`src/include/rd_guard_settings.svh`:
```
// ----------------------------------------------------------
// Build settings for the AXI4-Lite read guard
// FIFO depth must be 2 or more
// Counter width limits every budget to 2**CNT_W - 1 ticks
// One tick lasts RD_GUARD_PRESCALE clock cycles
// ----------------------------------------------------------

`ifndef RD_GUARD_SETTINGS_SVH
`define RD_GUARD_SETTINGS_SVH

// Outstanding reads the guard can track
`define RD_GUARD_FIFO_DEPTH 8

// Width of the occupancy count, holds 0 to DEPTH
`define RD_GUARD_FIFO_CNT_W ($clog2(`RD_GUARD_FIFO_DEPTH + 1))

// Budget and elapsed counter width
`define RD_GUARD_CNT_W 8

// Clock cycles per counter tick
`define RD_GUARD_PRESCALE 1

// Observed bus widths
`define RD_GUARD_ADDR_W 32
`define RD_GUARD_DATA_W 32

`endif

```
`src/hdl/axil_rd_pkg.sv`:
```
// ----------------------------------------------------------
// AXI4-Lite read channel types as seen by a passive observer
// Request bundles everything the manager drives
// Response bundles everything the subordinate drives
// ----------------------------------------------------------

`default_nettype none

`include "rd_guard_settings.svh"

package axil_rd_pkg;

  typedef logic [`RD_GUARD_ADDR_W-1:0] axil_addr_t;
  typedef logic [`RD_GUARD_DATA_W-1:0] axil_data_t;
  typedef logic [2:0]                  axil_prot_t;
  typedef logic [1:0]                  axil_resp_t;

  // Manager side: AR channel plus R ready
  typedef struct packed {
    logic       ar_valid;
    axil_addr_t ar_addr;
    axil_prot_t ar_prot;
    logic       r_ready;
  } axil_rd_req_t;

  // Subordinate side: AR ready plus R channel
  typedef struct packed {
    logic       ar_ready;
    logic       r_valid;
    axil_data_t r_data;
    axil_resp_t r_resp;
  } axil_rd_rsp_t;

endpackage

`default_nettype wire

```
`src/hdl/rd_guard_pkg.sv`:
```
// ----------------------------------------------------------
// Types shared by the read guard blocks
// All budgets and ages are in prescaler ticks
// ----------------------------------------------------------

`default_nettype none

`include "rd_guard_settings.svh"

package rd_guard_pkg;

  typedef logic [`RD_GUARD_CNT_W-1:0]  rd_cnt_t;
  typedef logic [`RD_GUARD_ADDR_W-1:0] rd_addr_t;

  // One accepted read still waiting for its R handshake
  typedef struct packed {
    rd_addr_t addr;
    rd_cnt_t  age;
  } rd_txn_t;

  // Budgets, a cause fires once a counter goes above one of these
  typedef struct packed {
    rd_cnt_t budget_ar;
    rd_cnt_t budget_lat;
    rd_cnt_t budget_r;
  } rd_guard_cfg_t;

  typedef struct packed {
    logic ar_stall;
    logic lat;
    logic r_stall;
    logic overflow;
    logic orphan_r;
  } rd_guard_cause_t;

  // Address of the first failure, zero for orphan_r
  typedef struct packed {
    rd_guard_cause_t cause;
    rd_cnt_t         outstanding;
    rd_addr_t        fail_addr;
  } rd_guard_status_t;

endpackage

`default_nettype wire

```
`src/hdl/rd_ar_tracker.sv`:
```
// ----------------------------------------------------------
// AR side of the read guard, observe only
// Counts ticks while AR is stalled by the subordinate
// Pushes one record per AR handshake, never stalls the bus
// A push into a full FIFO is flagged, not held back
// ----------------------------------------------------------

`timescale 1ns/1ps
`default_nettype none

`include "rd_guard_settings.svh"

module rd_ar_tracker (
  input  logic                       clk_i,
  input  logic                       arst_n_i,
  input  axil_rd_pkg::axil_rd_req_t  mst_req_i,
  input  axil_rd_pkg::axil_rd_rsp_t  slv_rsp_i,
  input  logic [`RD_GUARD_CNT_W-1:0] budget_ar_i,
  input  logic                       tick_i,
  input  logic                       fifo_full_i,
  output logic                       push_o,
  output rd_guard_pkg::rd_txn_t      txn_o,
  output logic                       ar_stall_o,
  output logic                       overflow_o
);

  import rd_guard_pkg::*;

  logic    ar_hs;
  logic    ar_wait;
  rd_cnt_t ar_cnt_q;

  assign ar_hs   = mst_req_i.ar_valid & slv_rsp_i.ar_ready;
  assign ar_wait = mst_req_i.ar_valid & ~slv_rsp_i.ar_ready;

  // Stall counter, saturates so a long stall never wraps back under budget
  always_ff @(posedge clk_i or negedge arst_n_i) begin
    if (!arst_n_i) begin
      ar_cnt_q <= '0;
    end else if (!ar_wait) begin
      ar_cnt_q <= '0;
    end else if (tick_i && !(&ar_cnt_q)) begin
      ar_cnt_q <= ar_cnt_q + 1'b1;
    end
  end

  assign ar_stall_o = (ar_cnt_q > budget_ar_i);

  // New record starts aging from zero
  always_comb begin
    txn_o      = '0;
    txn_o.addr = mst_req_i.ar_addr;
    txn_o.age  = '0;
  end

  assign push_o = ar_hs;

  // Record lost, the bus went ahead anyway
  assign overflow_o = ar_hs & fifo_full_i;

endmodule

`default_nettype wire

```
`src/hdl/rd_txn_fifo.sv`:
```
// ----------------------------------------------------------
// In-order FIFO of outstanding read records
// payload_t must carry a counter field named age
// Push while full and pop while empty are ignored
// Count output is registered
// ----------------------------------------------------------

`timescale 1ns/1ps
`default_nettype none

`include "rd_guard_settings.svh"

module rd_txn_fifo #(
  parameter type payload_t = logic
) (
  input  logic                            clk_i,
  input  logic                            arst_n_i,
  input  logic                            push_i,
  input  payload_t                        data_i,
  input  logic                            pop_i,
  input  logic                            tick_i,
  output payload_t                        head_o,
  output logic                            empty_o,
  output logic                            full_o,
  output logic [`RD_GUARD_FIFO_CNT_W-1:0] count_o
);

  localparam int unsigned Depth = `RD_GUARD_FIFO_DEPTH;
  localparam int unsigned PtrW  = $clog2(Depth);

  typedef logic [PtrW-1:0]                 ptr_t;
  typedef logic [`RD_GUARD_FIFO_CNT_W-1:0] cnt_t;

  payload_t mem_q [Depth];
  ptr_t     wr_ptr_q;
  ptr_t     rd_ptr_q;
  cnt_t     count_q;
  logic     do_push;
  logic     do_pop;

  // Wraps at Depth, so depth need not be a power of two
  function automatic ptr_t ptr_next(input ptr_t ptr);
    return (ptr == ptr_t'(Depth - 1)) ? '0 : ptr + 1'b1;
  endfunction

  assign empty_o = (count_q == '0);
  assign full_o  = (count_q == cnt_t'(Depth));
  assign do_push = push_i & ~full_o;
  assign do_pop  = pop_i & ~empty_o;

  // Stale slots age too, harmless since a push overwrites them
  always_ff @(posedge clk_i) begin
    for (int i = 0; i < Depth; i++) begin
      if (do_push && (wr_ptr_q == ptr_t'(i))) begin
        mem_q[i] <= data_i;
      end else if (tick_i && !(&mem_q[i].age)) begin
        mem_q[i].age <= mem_q[i].age + 1'b1;
      end
    end
  end

  always_ff @(posedge clk_i or negedge arst_n_i) begin
    if (!arst_n_i) begin
      wr_ptr_q <= '0;
      rd_ptr_q <= '0;
      count_q  <= '0;
    end else begin
      if (do_push) begin
        wr_ptr_q <= ptr_next(wr_ptr_q);
      end
      if (do_pop) begin
        rd_ptr_q <= ptr_next(rd_ptr_q);
      end
      case ({do_push, do_pop})
        2'b10:   count_q <= count_q + 1'b1;
        2'b01:   count_q <= count_q - 1'b1;
        default: count_q <= count_q;
      endcase
    end
  end

  assign head_o  = mem_q[rd_ptr_q];
  assign count_o = count_q;

endmodule

`default_nettype wire

```
`src/hdl/rd_r_monitor.sv`:
```
// ----------------------------------------------------------
// R side of the read guard, owns the tick and the causes
// Causes are sticky until reset_clear_i, clear wins over set
// Failing address is taken from the first failure only
// irq and reset request both mirror the latched cause
// ----------------------------------------------------------

`timescale 1ns/1ps
`default_nettype none

`include "rd_guard_settings.svh"

module rd_r_monitor (
  input  logic                            clk_i,
  input  logic                            arst_n_i,
  input  axil_rd_pkg::axil_rd_req_t       mst_req_i,
  input  axil_rd_pkg::axil_rd_rsp_t       slv_rsp_i,
  input  rd_guard_pkg::rd_guard_cfg_t     cfg_i,
  input  rd_guard_pkg::rd_txn_t           head_i,
  input  logic                            empty_i,
  input  logic [`RD_GUARD_FIFO_CNT_W-1:0] count_i,
  input  logic                            ar_stall_i,
  input  logic                            overflow_i,
  input  logic                            reset_clear_i,
  output logic                            pop_o,
  output logic                            tick_o,
  output logic                            irq_o,
  output logic                            reset_req_o,
  output rd_guard_pkg::rd_guard_status_t  status_o
);

  import rd_guard_pkg::*;

  localparam int unsigned PscW = (`RD_GUARD_PRESCALE > 1) ? $clog2(`RD_GUARD_PRESCALE) : 1;

  logic [PscW-1:0] psc_q;
  logic            r_hs;
  logic            r_wait;
  rd_cnt_t         r_cnt_q;
  rd_guard_cause_t cause_new;
  rd_guard_cause_t cause_q;
  rd_addr_t        fail_addr_d;
  rd_addr_t        fail_addr_q;

  // Prescaler, ticks every cycle when the division is 1
  assign tick_o = (psc_q == PscW'(`RD_GUARD_PRESCALE - 1));

  always_ff @(posedge clk_i or negedge arst_n_i) begin
    if (!arst_n_i) begin
      psc_q <= '0;
    end else if (tick_o) begin
      psc_q <= '0;
    end else begin
      psc_q <= psc_q + 1'b1;
    end
  end

  assign r_hs   = slv_rsp_i.r_valid & mst_req_i.r_ready;
  assign r_wait = slv_rsp_i.r_valid & ~mst_req_i.r_ready;

  // Only a real record leaves the FIFO
  assign pop_o = r_hs & ~empty_i;

  // Ticks spent with R valid but not accepted by the manager
  always_ff @(posedge clk_i or negedge arst_n_i) begin
    if (!arst_n_i) begin
      r_cnt_q <= '0;
    end else if (!r_wait) begin
      r_cnt_q <= '0;
    end else if (tick_o && !(&r_cnt_q)) begin
      r_cnt_q <= r_cnt_q + 1'b1;
    end
  end

  always_comb begin
    cause_new          = '0;
    cause_new.ar_stall = ar_stall_i;
    cause_new.lat      = !empty_i && (head_i.age > cfg_i.budget_lat);
    cause_new.r_stall  = (r_cnt_q > cfg_i.budget_r);
    cause_new.overflow = overflow_i;
    cause_new.orphan_r = r_hs & empty_i;
  end

  // Address of the offending read, orphan R has none
  always_comb begin
    fail_addr_d = fail_addr_q;
    if (cause_new.ar_stall || cause_new.overflow) begin
      fail_addr_d = mst_req_i.ar_addr;
    end else if (cause_new.lat || cause_new.r_stall) begin
      fail_addr_d = head_i.addr;
    end
  end

  always_ff @(posedge clk_i or negedge arst_n_i) begin
    if (!arst_n_i) begin
      cause_q     <= '0;
      fail_addr_q <= '0;
    end else if (reset_clear_i) begin
      cause_q     <= '0;
      fail_addr_q <= '0;
    end else begin
      cause_q <= cause_q | cause_new;
      if ((cause_q == '0) && (|cause_new)) begin
        fail_addr_q <= fail_addr_d;
      end
    end
  end

  assign irq_o       = |cause_q;
  assign reset_req_o = |cause_q;

  always_comb begin
    status_o             = '0;
    status_o.cause       = cause_q;
    status_o.outstanding = rd_cnt_t'(count_i);
    status_o.fail_addr   = fail_addr_q;
  end

endmodule

`default_nettype wire

```
`src/hdl/read_guard_top.sv`:
```
// ----------------------------------------------------------
// AXI4-Lite read guard for one manager and one subordinate
// Passive: it never drives or stalls the observed link
// Outstanding reads are limited to RD_GUARD_FIFO_DEPTH
// ----------------------------------------------------------

`timescale 1ns/1ps
`default_nettype none

`include "rd_guard_settings.svh"

module read_guard_top (
  input  logic                           clk_i,
  input  logic                           arst_n_i,
  input  axil_rd_pkg::axil_rd_req_t      mst_req_i,
  input  axil_rd_pkg::axil_rd_rsp_t      slv_rsp_i,
  input  rd_guard_pkg::rd_guard_cfg_t    cfg_i,
  input  logic                           reset_clear_i,
  output logic                           irq_o,
  output logic                           reset_req_o,
  output rd_guard_pkg::rd_guard_status_t status_o
);

  import rd_guard_pkg::*;

  logic                            tick;
  logic                            fifo_push;
  logic                            fifo_pop;
  logic                            fifo_empty;
  logic                            fifo_full;
  logic [`RD_GUARD_FIFO_CNT_W-1:0] fifo_count;
  rd_txn_t                         txn_in;
  rd_txn_t                         txn_head;
  logic                            ar_stall;
  logic                            overflow;

  rd_ar_tracker i_ar_tracker (
    .clk_i       ( clk_i           ),
    .arst_n_i    ( arst_n_i        ),
    .mst_req_i   ( mst_req_i       ),
    .slv_rsp_i   ( slv_rsp_i       ),
    .budget_ar_i ( cfg_i.budget_ar ),
    .tick_i      ( tick            ),
    .fifo_full_i ( fifo_full       ),
    .push_o      ( fifo_push       ),
    .txn_o       ( txn_in          ),
    .ar_stall_o  ( ar_stall        ),
    .overflow_o  ( overflow        )
  );

  rd_txn_fifo #(
    .payload_t ( rd_txn_t )
  ) i_txn_fifo (
    .clk_i    ( clk_i      ),
    .arst_n_i ( arst_n_i   ),
    .push_i   ( fifo_push  ),
    .data_i   ( txn_in     ),
    .pop_i    ( fifo_pop   ),
    .tick_i   ( tick       ),
    .head_o   ( txn_head   ),
    .empty_o  ( fifo_empty ),
    .full_o   ( fifo_full  ),
    .count_o  ( fifo_count )
  );

  rd_r_monitor i_r_monitor (
    .clk_i         ( clk_i         ),
    .arst_n_i      ( arst_n_i      ),
    .mst_req_i     ( mst_req_i     ),
    .slv_rsp_i     ( slv_rsp_i     ),
    .cfg_i         ( cfg_i         ),
    .head_i        ( txn_head      ),
    .empty_i       ( fifo_empty    ),
    .count_i       ( fifo_count    ),
    .ar_stall_i    ( ar_stall      ),
    .overflow_i    ( overflow      ),
    .reset_clear_i ( reset_clear_i ),
    .pop_o         ( fifo_pop      ),
    .tick_o        ( tick          ),
    .irq_o         ( irq_o         ),
    .reset_req_o   ( reset_req_o   ),
    .status_o      ( status_o      )
  );

endmodule

`default_nettype wire

```
`config.mk`:
```
export PLATFORM = sky130hd
export DESIGN_NAME = read_guard_top
export DESIGN_NICKNAME = d
export VERILOG_FILES = /design/src/hdl/axil_rd_pkg.sv /design/src/hdl/rd_guard_pkg.sv /design/src/hdl/rd_ar_tracker.sv /design/src/hdl/rd_txn_fifo.sv /design/src/hdl/rd_r_monitor.sv /design/src/hdl/read_guard_top.sv
export VERILOG_INCLUDE_DIRS = /design/src /design/src/include
export SDC_FILE = /design/constraint.sdc
export NUM_CORES = 1
export LEC_CHECK = 0
export BUFFER_PORTS_ARGS = -buffer_cell sky130_fd_sc_hd__buf_4
export CAP_MARGIN = 20
export CORE_MARGIN = 4
export CORE_UTILIZATION = 55
export DETAILED_ROUTE_END_ITERATION = 8
export MAX_ROUTING_LAYER = met4
export PLACE_DENSITY_LB_ADDON = 0.05
export SLEW_MARGIN = 40
export SYNTH_ARGS = -nofsm -noshare
export SYNTH_HDL_FRONTEND = slang
export SYNTH_SLANG_ARGS = --single-unit
```
`constraint.sdc`:
```
create_clock -name clk_i -period 8.3 [get_ports clk_i]
set_clock_uncertainty 0.2 [all_clocks]
set_input_delay 2.49 -clock clk_i [delete_from_list [all_inputs] [get_ports clk_i]]
set_output_delay 2.49 -clock clk_i [all_outputs]
set_load 0.01 [all_outputs]
```
# == Yosys cells after proc, flatten, opt, wreduce, memory -nomap -nowiden ==
# Memories as Yosys holds them, arrays and structs flattened.
# Index checks and enable logic that the tools add are counted.
# totals
output_inout_bits,47
n_memories,1
ff_bits,64
rom_bits,0
inputBits,100
ram_bits,320
latchBits,0
elab_cells,180
# memory_table
memory,words,width,rd,rd_ports_with_merged_regs,wr,line_no,rtl
i_txn_fifo.mem_q,8,40,9,0,8,rd_txn_fifo.sv:34,payload_t mem_q [Depth];
# op_classes
n_mux,61
n_eq_ne,13
n_shift,0
order_cmp,3
bitwise,23
n_mul,0
n_div,0
n_addsub,15
reduce_logical,52
# ops
operator,count
$mux W32,4
$mux W8,12
$add A8 B1 Y8 const B,10
$reduce_and A8 Y1,10
$mux W1,41
$gt A8 B8 Y1,3
$logic_and A1 B1 Y1,20
$eq A3 B3 Y1 const B,5
$logic_not A1 Y1,11
$reduce_or A5 Y1,2
$and A1 B1 Y1,9
$or A1 B1 Y1,8
$pmux W4 S2,1
$add A3 B1 Y3 const B,2
$eq A3 B2 Y1 const B,2
$mux W3,2
$logic_not A5 Y1,1
$mux W5,1
$not A1 Y1,5
$or A5 B5 Y5,1
$add A4 B1 Y4 const B,1
$eq A4 B4 Y1 const B,1
$logic_not A4 Y1,1
$ne A2 B2 Y1 const B,2
other kinds (10),12

# == Longest topological paths before layout ==
# depth
depth_word,8
mapped_depth,14
ltp_nobuf,10

# == Cells and area by module ==
# A second synthesis with hierarchy kept.
# hier_totals
cells_unflattened,1259
hier_area_um2,18567.8
# modules_own_cells
module,instances,seq_area_each_um2,area_each_um2,cells_per_inst
rd_txn_fifo,1,9859.5,14438.8,769
rd_r_monitor,1,1126.1,3189.3,377
rd_ar_tracker,1,200.2,939.7,113

# == Worst setup path after synthesis ==
# OpenSTA, ideal clock, no wires.
# synth_path
path_kind,input-to-reg
from,input port mst_req_i[36] (netlist bit)
to,"memory i_txn_fifo.mem_q[4][0] (netlist bit), enable pin"
setup_ns,0.335
stages,6
t_required_ns,7.765
n_path_buf,2
slack_ns,3.363
arrival_ns,4.403
path_cell_list,nand2_1 nor2b_1 buf_6 and3_1 clkbuf_1 nand2b_1
# synth_rtl
item,line_no,rtl
from (decl),read_guard_top.sv:15,"input axil_rd_pkg::axil_rd_req_t mst_req_i,"
to (decl),rd_txn_fifo.sv:34,

# == Final worst setup path ==
# layout_path
from,input port cfg_i[23] (netlist bit)
to,register i_r_monitor.fail_addr_q[17]
# layout_via
elab_chain_cells,5
word_cells_on_any_way,10
cone_classes,1 x order compare; 3 x mux; 6 x reduce/logical
# layout_rtl
item,line_no,rtl
from (decl),read_guard_top.sv:17,"input rd_guard_pkg::rd_guard_cfg_t cfg_i,"
$gt A8 B8 Y1 (*),rd_ar_tracker.sv:47,assign ar_stall_o = (ar_cnt_q > budget_ar_i);
$reduce_or A5 Y1 / $logic_or A1 B1 Y1 (equally long branches),"rd_r_monitor.sv:103, rd_r_monitor.sv:87",
$logic_and A1 B1 Y1 / $mux W32 (equally long branches),"rd_r_monitor.sv:103, rd_r_monitor.sv:87",
$reduce_bool A2 Y1 (no line) / $mux W32 (equally long branches),n/a,
$reduce_and A2 Y1 (no line) / $mux W32 (equally long branches),n/a,
to (signal assigned),rd_r_monitor.sv:104,fail_addr_q <= fail_addr_d;
to (decl),rd_r_monitor.sv:43,rd_addr_t fail_addr_q;
# Mark *: on every way between the ends. The rest lies on a longest branch, timed or not. The select of a mux whose other input is x is not followed.
# A chain may end at the register's enable or synchronous reset.

==> flow_summary.toml <==
[placement]
dp.cells = 1577
dp_hpwl_mm = 21.0
place.gp.congestion = 0.749
pre_cts_ws_ps = 2870
io_buffers = 105

[sta]
fmax_mhz = 206
fin_crit_sh = 0.586
worst_pin_slew_ps = 856
final-setup-viol-count = 0
hold_viol = 0
period_needed_ps = 4860
drv_slew = 0
worst_slack_ps = 3440
grt_setup_unrepaired = "no"
finalSetupTns_ps = 0
hold_slack_ps = 315
relSlewSlack = 0.424

[hold_path]
whs_endpoint = "i_txn_fifo.count_o[3]"
whs_path_depth = 1
holdCritStartpoint = "i_txn_fifo.count_o[3]"
hold_path.class = "register to register"

[synth]
yosys_warnings = 0
avgSynthCellArea_um2 = 15.5
async_flop_share = 0.164
ys_seq_area_frac = 0.643
yosys.area.top_type_share = 0.552
ys_top_cells_by_area = "edfxtp_1 (55%), mux4_2 (10%), dfrtp_1 (9.1%), mux2i_1 (3.9%), ha_1 (3.2%)"
netlist_instances = 1126
synth_common_cells = "edfxtp_1 (320), nor2_1 (125), mux4_2 (80)"
yosysMostFrequentCell = "edfxtp_1"
yosysTopAreaCell = "edfxtp_1"
ys_ff_latch = 383
ys.flop_type = "edfxtp_1"
synth-edff-count = 320
synth.distinct_cells = 51
netlist_area_mm2 = 0.0174

[clock_tree]
cts_root_buffer = "clkbuf_16"
cts_hold_buffers = 0
cts_setup_buffers = 0
clk_path_buf_depth = 3
post_cts_resize_count = 0
clkSinkCount = 383
cts_tree = "done"
clk_pin_slew_worst_paths_ps = 60
clk_latency_ps = 520
cts_buffers = 40
htree_levels = 2

[global_route]
grt_pass1_vias = 9965
overflow = 0
grt_pass1_wl_mm = 56.6
track_usage = 0.219
antenna_found_initial = 1
grt_max_degree = 70

[detailed_routing]
num_vias = 9693
avgRoutedWirePerCell_um = 21.7
drc = 0
routed_wl_mm = 35.8
via_per_inst = 5.87
drtAntennaViolNets = 0
drt-pass1-iter-count = 5
drtIter0Drc = 587

[critical_path]
cp.arrival_ps = 5110
crit_chain = "buf_4 > inv_1 > ha_1 > nand4_1 > nor2_1 > a211o_1 > and3b_1 > buf_4 > a31o_2 > buf_4 > mux2i_1"
rrSetupSlack_ps = 4340
critPathKind = "primary input to register"
r2r_end = "i_r_monitor.fail_addr_q[17]"
critPathRequiredTime_ps = 8540
r2r-start = "i_txn_fifo.rd_ptr_q[0]"
crit_slowest_cell = "buf_4"
critPathLaunchType = "primary input"
worst_setup_path_end_kind = "register"
cp_common_cell = "buf_4"
r2r_cells = 10
critPathBufInv = 4
worst_path_largest_cell_delay_ps = 510
path_delay_family = "buffers and inverters"
worstSetupStartpoint = "cfg_i[23]"
cp_max_fo = 33

[run]
drv_cap = 0

[floorplanning]
initial_utilization = 0.563
pin_count = 147
fp.dieW_um = 186
die_h_um = 186
core_area_mm2 = 0.0309
dieArea_mm2 = 0.0346
rows = 64

[pwr]
cellLeakagePower_nw = 7.62
p_per_area_mw_per_mm2 = 333
ir_drop_uv = 257

[run_status]
status = "complete, no violations"

[cells_and_area]
syn_to_final_growth_pct = 14.2
nFillCells = 2275
drive_gt1_frac = 0.232
fin_cells = 1652
fin_nets = 1370
==> registers in the layout, indices dropped and copies added, names as in the netlist <==
name	count
i_txn_fifo.mem_q	320
i_r_monitor.fail_addr_q	32
i_ar_tracker.ar_cnt_q	8
i_r_monitor.r_cnt_q	8
i_r_monitor.status_o	5
i_txn_fifo.count_o	4
i_txn_fifo.rd_ptr_q	3
i_txn_fifo.wr_ptr_q	3
==> logic make-up (layout without fill, tap and decap cells) <==
| group | after synthesis | count (layout) | share of synthesized area |
|---|---|---|---|
| AO/OA/AOI/OAI | 82 | 82 | 0.0357 |
| XOR/XNOR | 56 | 56 | 0.0282 |
| adder cells (fa/ha/maj) | 46 | 46 | 0.0335 |
| buffers and inverters | 109 | 235 | 0.0281 |
| flip-flops | 383 | 383 | 0.643 |
| multiplexers | 156 | 156 | 0.148 |
| other | 1 | 5 | 0.000215 |
| AND/OR/NAND/NOR | 293 | 293 | 0.0837 |
==> cell type report <==
| cell class | instances | area [um^2] | area share |
|---|---|---|---|
| tap | 396 | 495 | 0.0249 |
| multi-input combinational | 637 | 5760 | 0.290 |
| timing repair buffer | 119 | 917 | 0.0462 |
| antenna | 1 | 2.50 | 0.000126 |
| clock inverter | 22 | 248 | 0.0125 |
| sequential | 383 | 11200 | 0.563 |
| inverter | 43 | 161 | 0.00812 |
| clock buffer | 51 | 1090 | 0.0550 |
==> how the worst max path moves through the flow <==
stage	endpoint	slack, ps	depth (start not counted)
5_1_grt	i_r_monitor.fail_addr_q[25]	3230	11
6_report	i_r_monitor.fail_addr_q[17]	3440	11
3_3_place_gp	i_r_monitor.fail_addr_q[17]	2930	11
3_5_place_dp	i_r_monitor.fail_addr_q[17]	2870	11
2_1_floorplan	i_txn_fifo.mem_q[4][0]	3360	6
4_1_cts	i_r_monitor.fail_addr_q[25]	3430	11
==> metal layers <==
layer	track usage	vias up	share of wire
li1	-	4490	-
met1	0.304	4945	0.44
met2	0.353	210	0.49
met3	0.0299	48	0.048
met4	0.0472	0	0.018
met5	-	-	0
==> cell usage in the layout, fill, tap and decap left out, types with 36 or more instances in the layout <==
master and instances:
xor2_1 36, buf_4 115, inv_1 43, nand2b_1 40
dfrtp_1 60, mux2i_1 67, clkbuf_16 40, mux4_2 80
edfxtp_1 320, nor2_1 125, ha_1 45
==> per-stage QoR <==
stage / util / power [mW] / cell area, um^2
2_1_floorplan: - / 4.29 / 17400
3_3_place_gp: 0.598 / 4.81 / 18500
3_5_place_dp: 0.599 / 4.85 / 18500
4_1_cts: 0.642 / 6.67 / 19800
5_1_grt: 0.643 / 7.00 / 19900
6_report: 0.643 / 6.61 / 19900
==> power by group <==
group	internal [mW]	leakage [nW]	switching [mW]
sequential	2.51	3.88	0.336
clock	1.09	0.655	0.725
combinational	1.04	3.09	0.910
No activity file was read; power rests on OpenSTA's default activity.
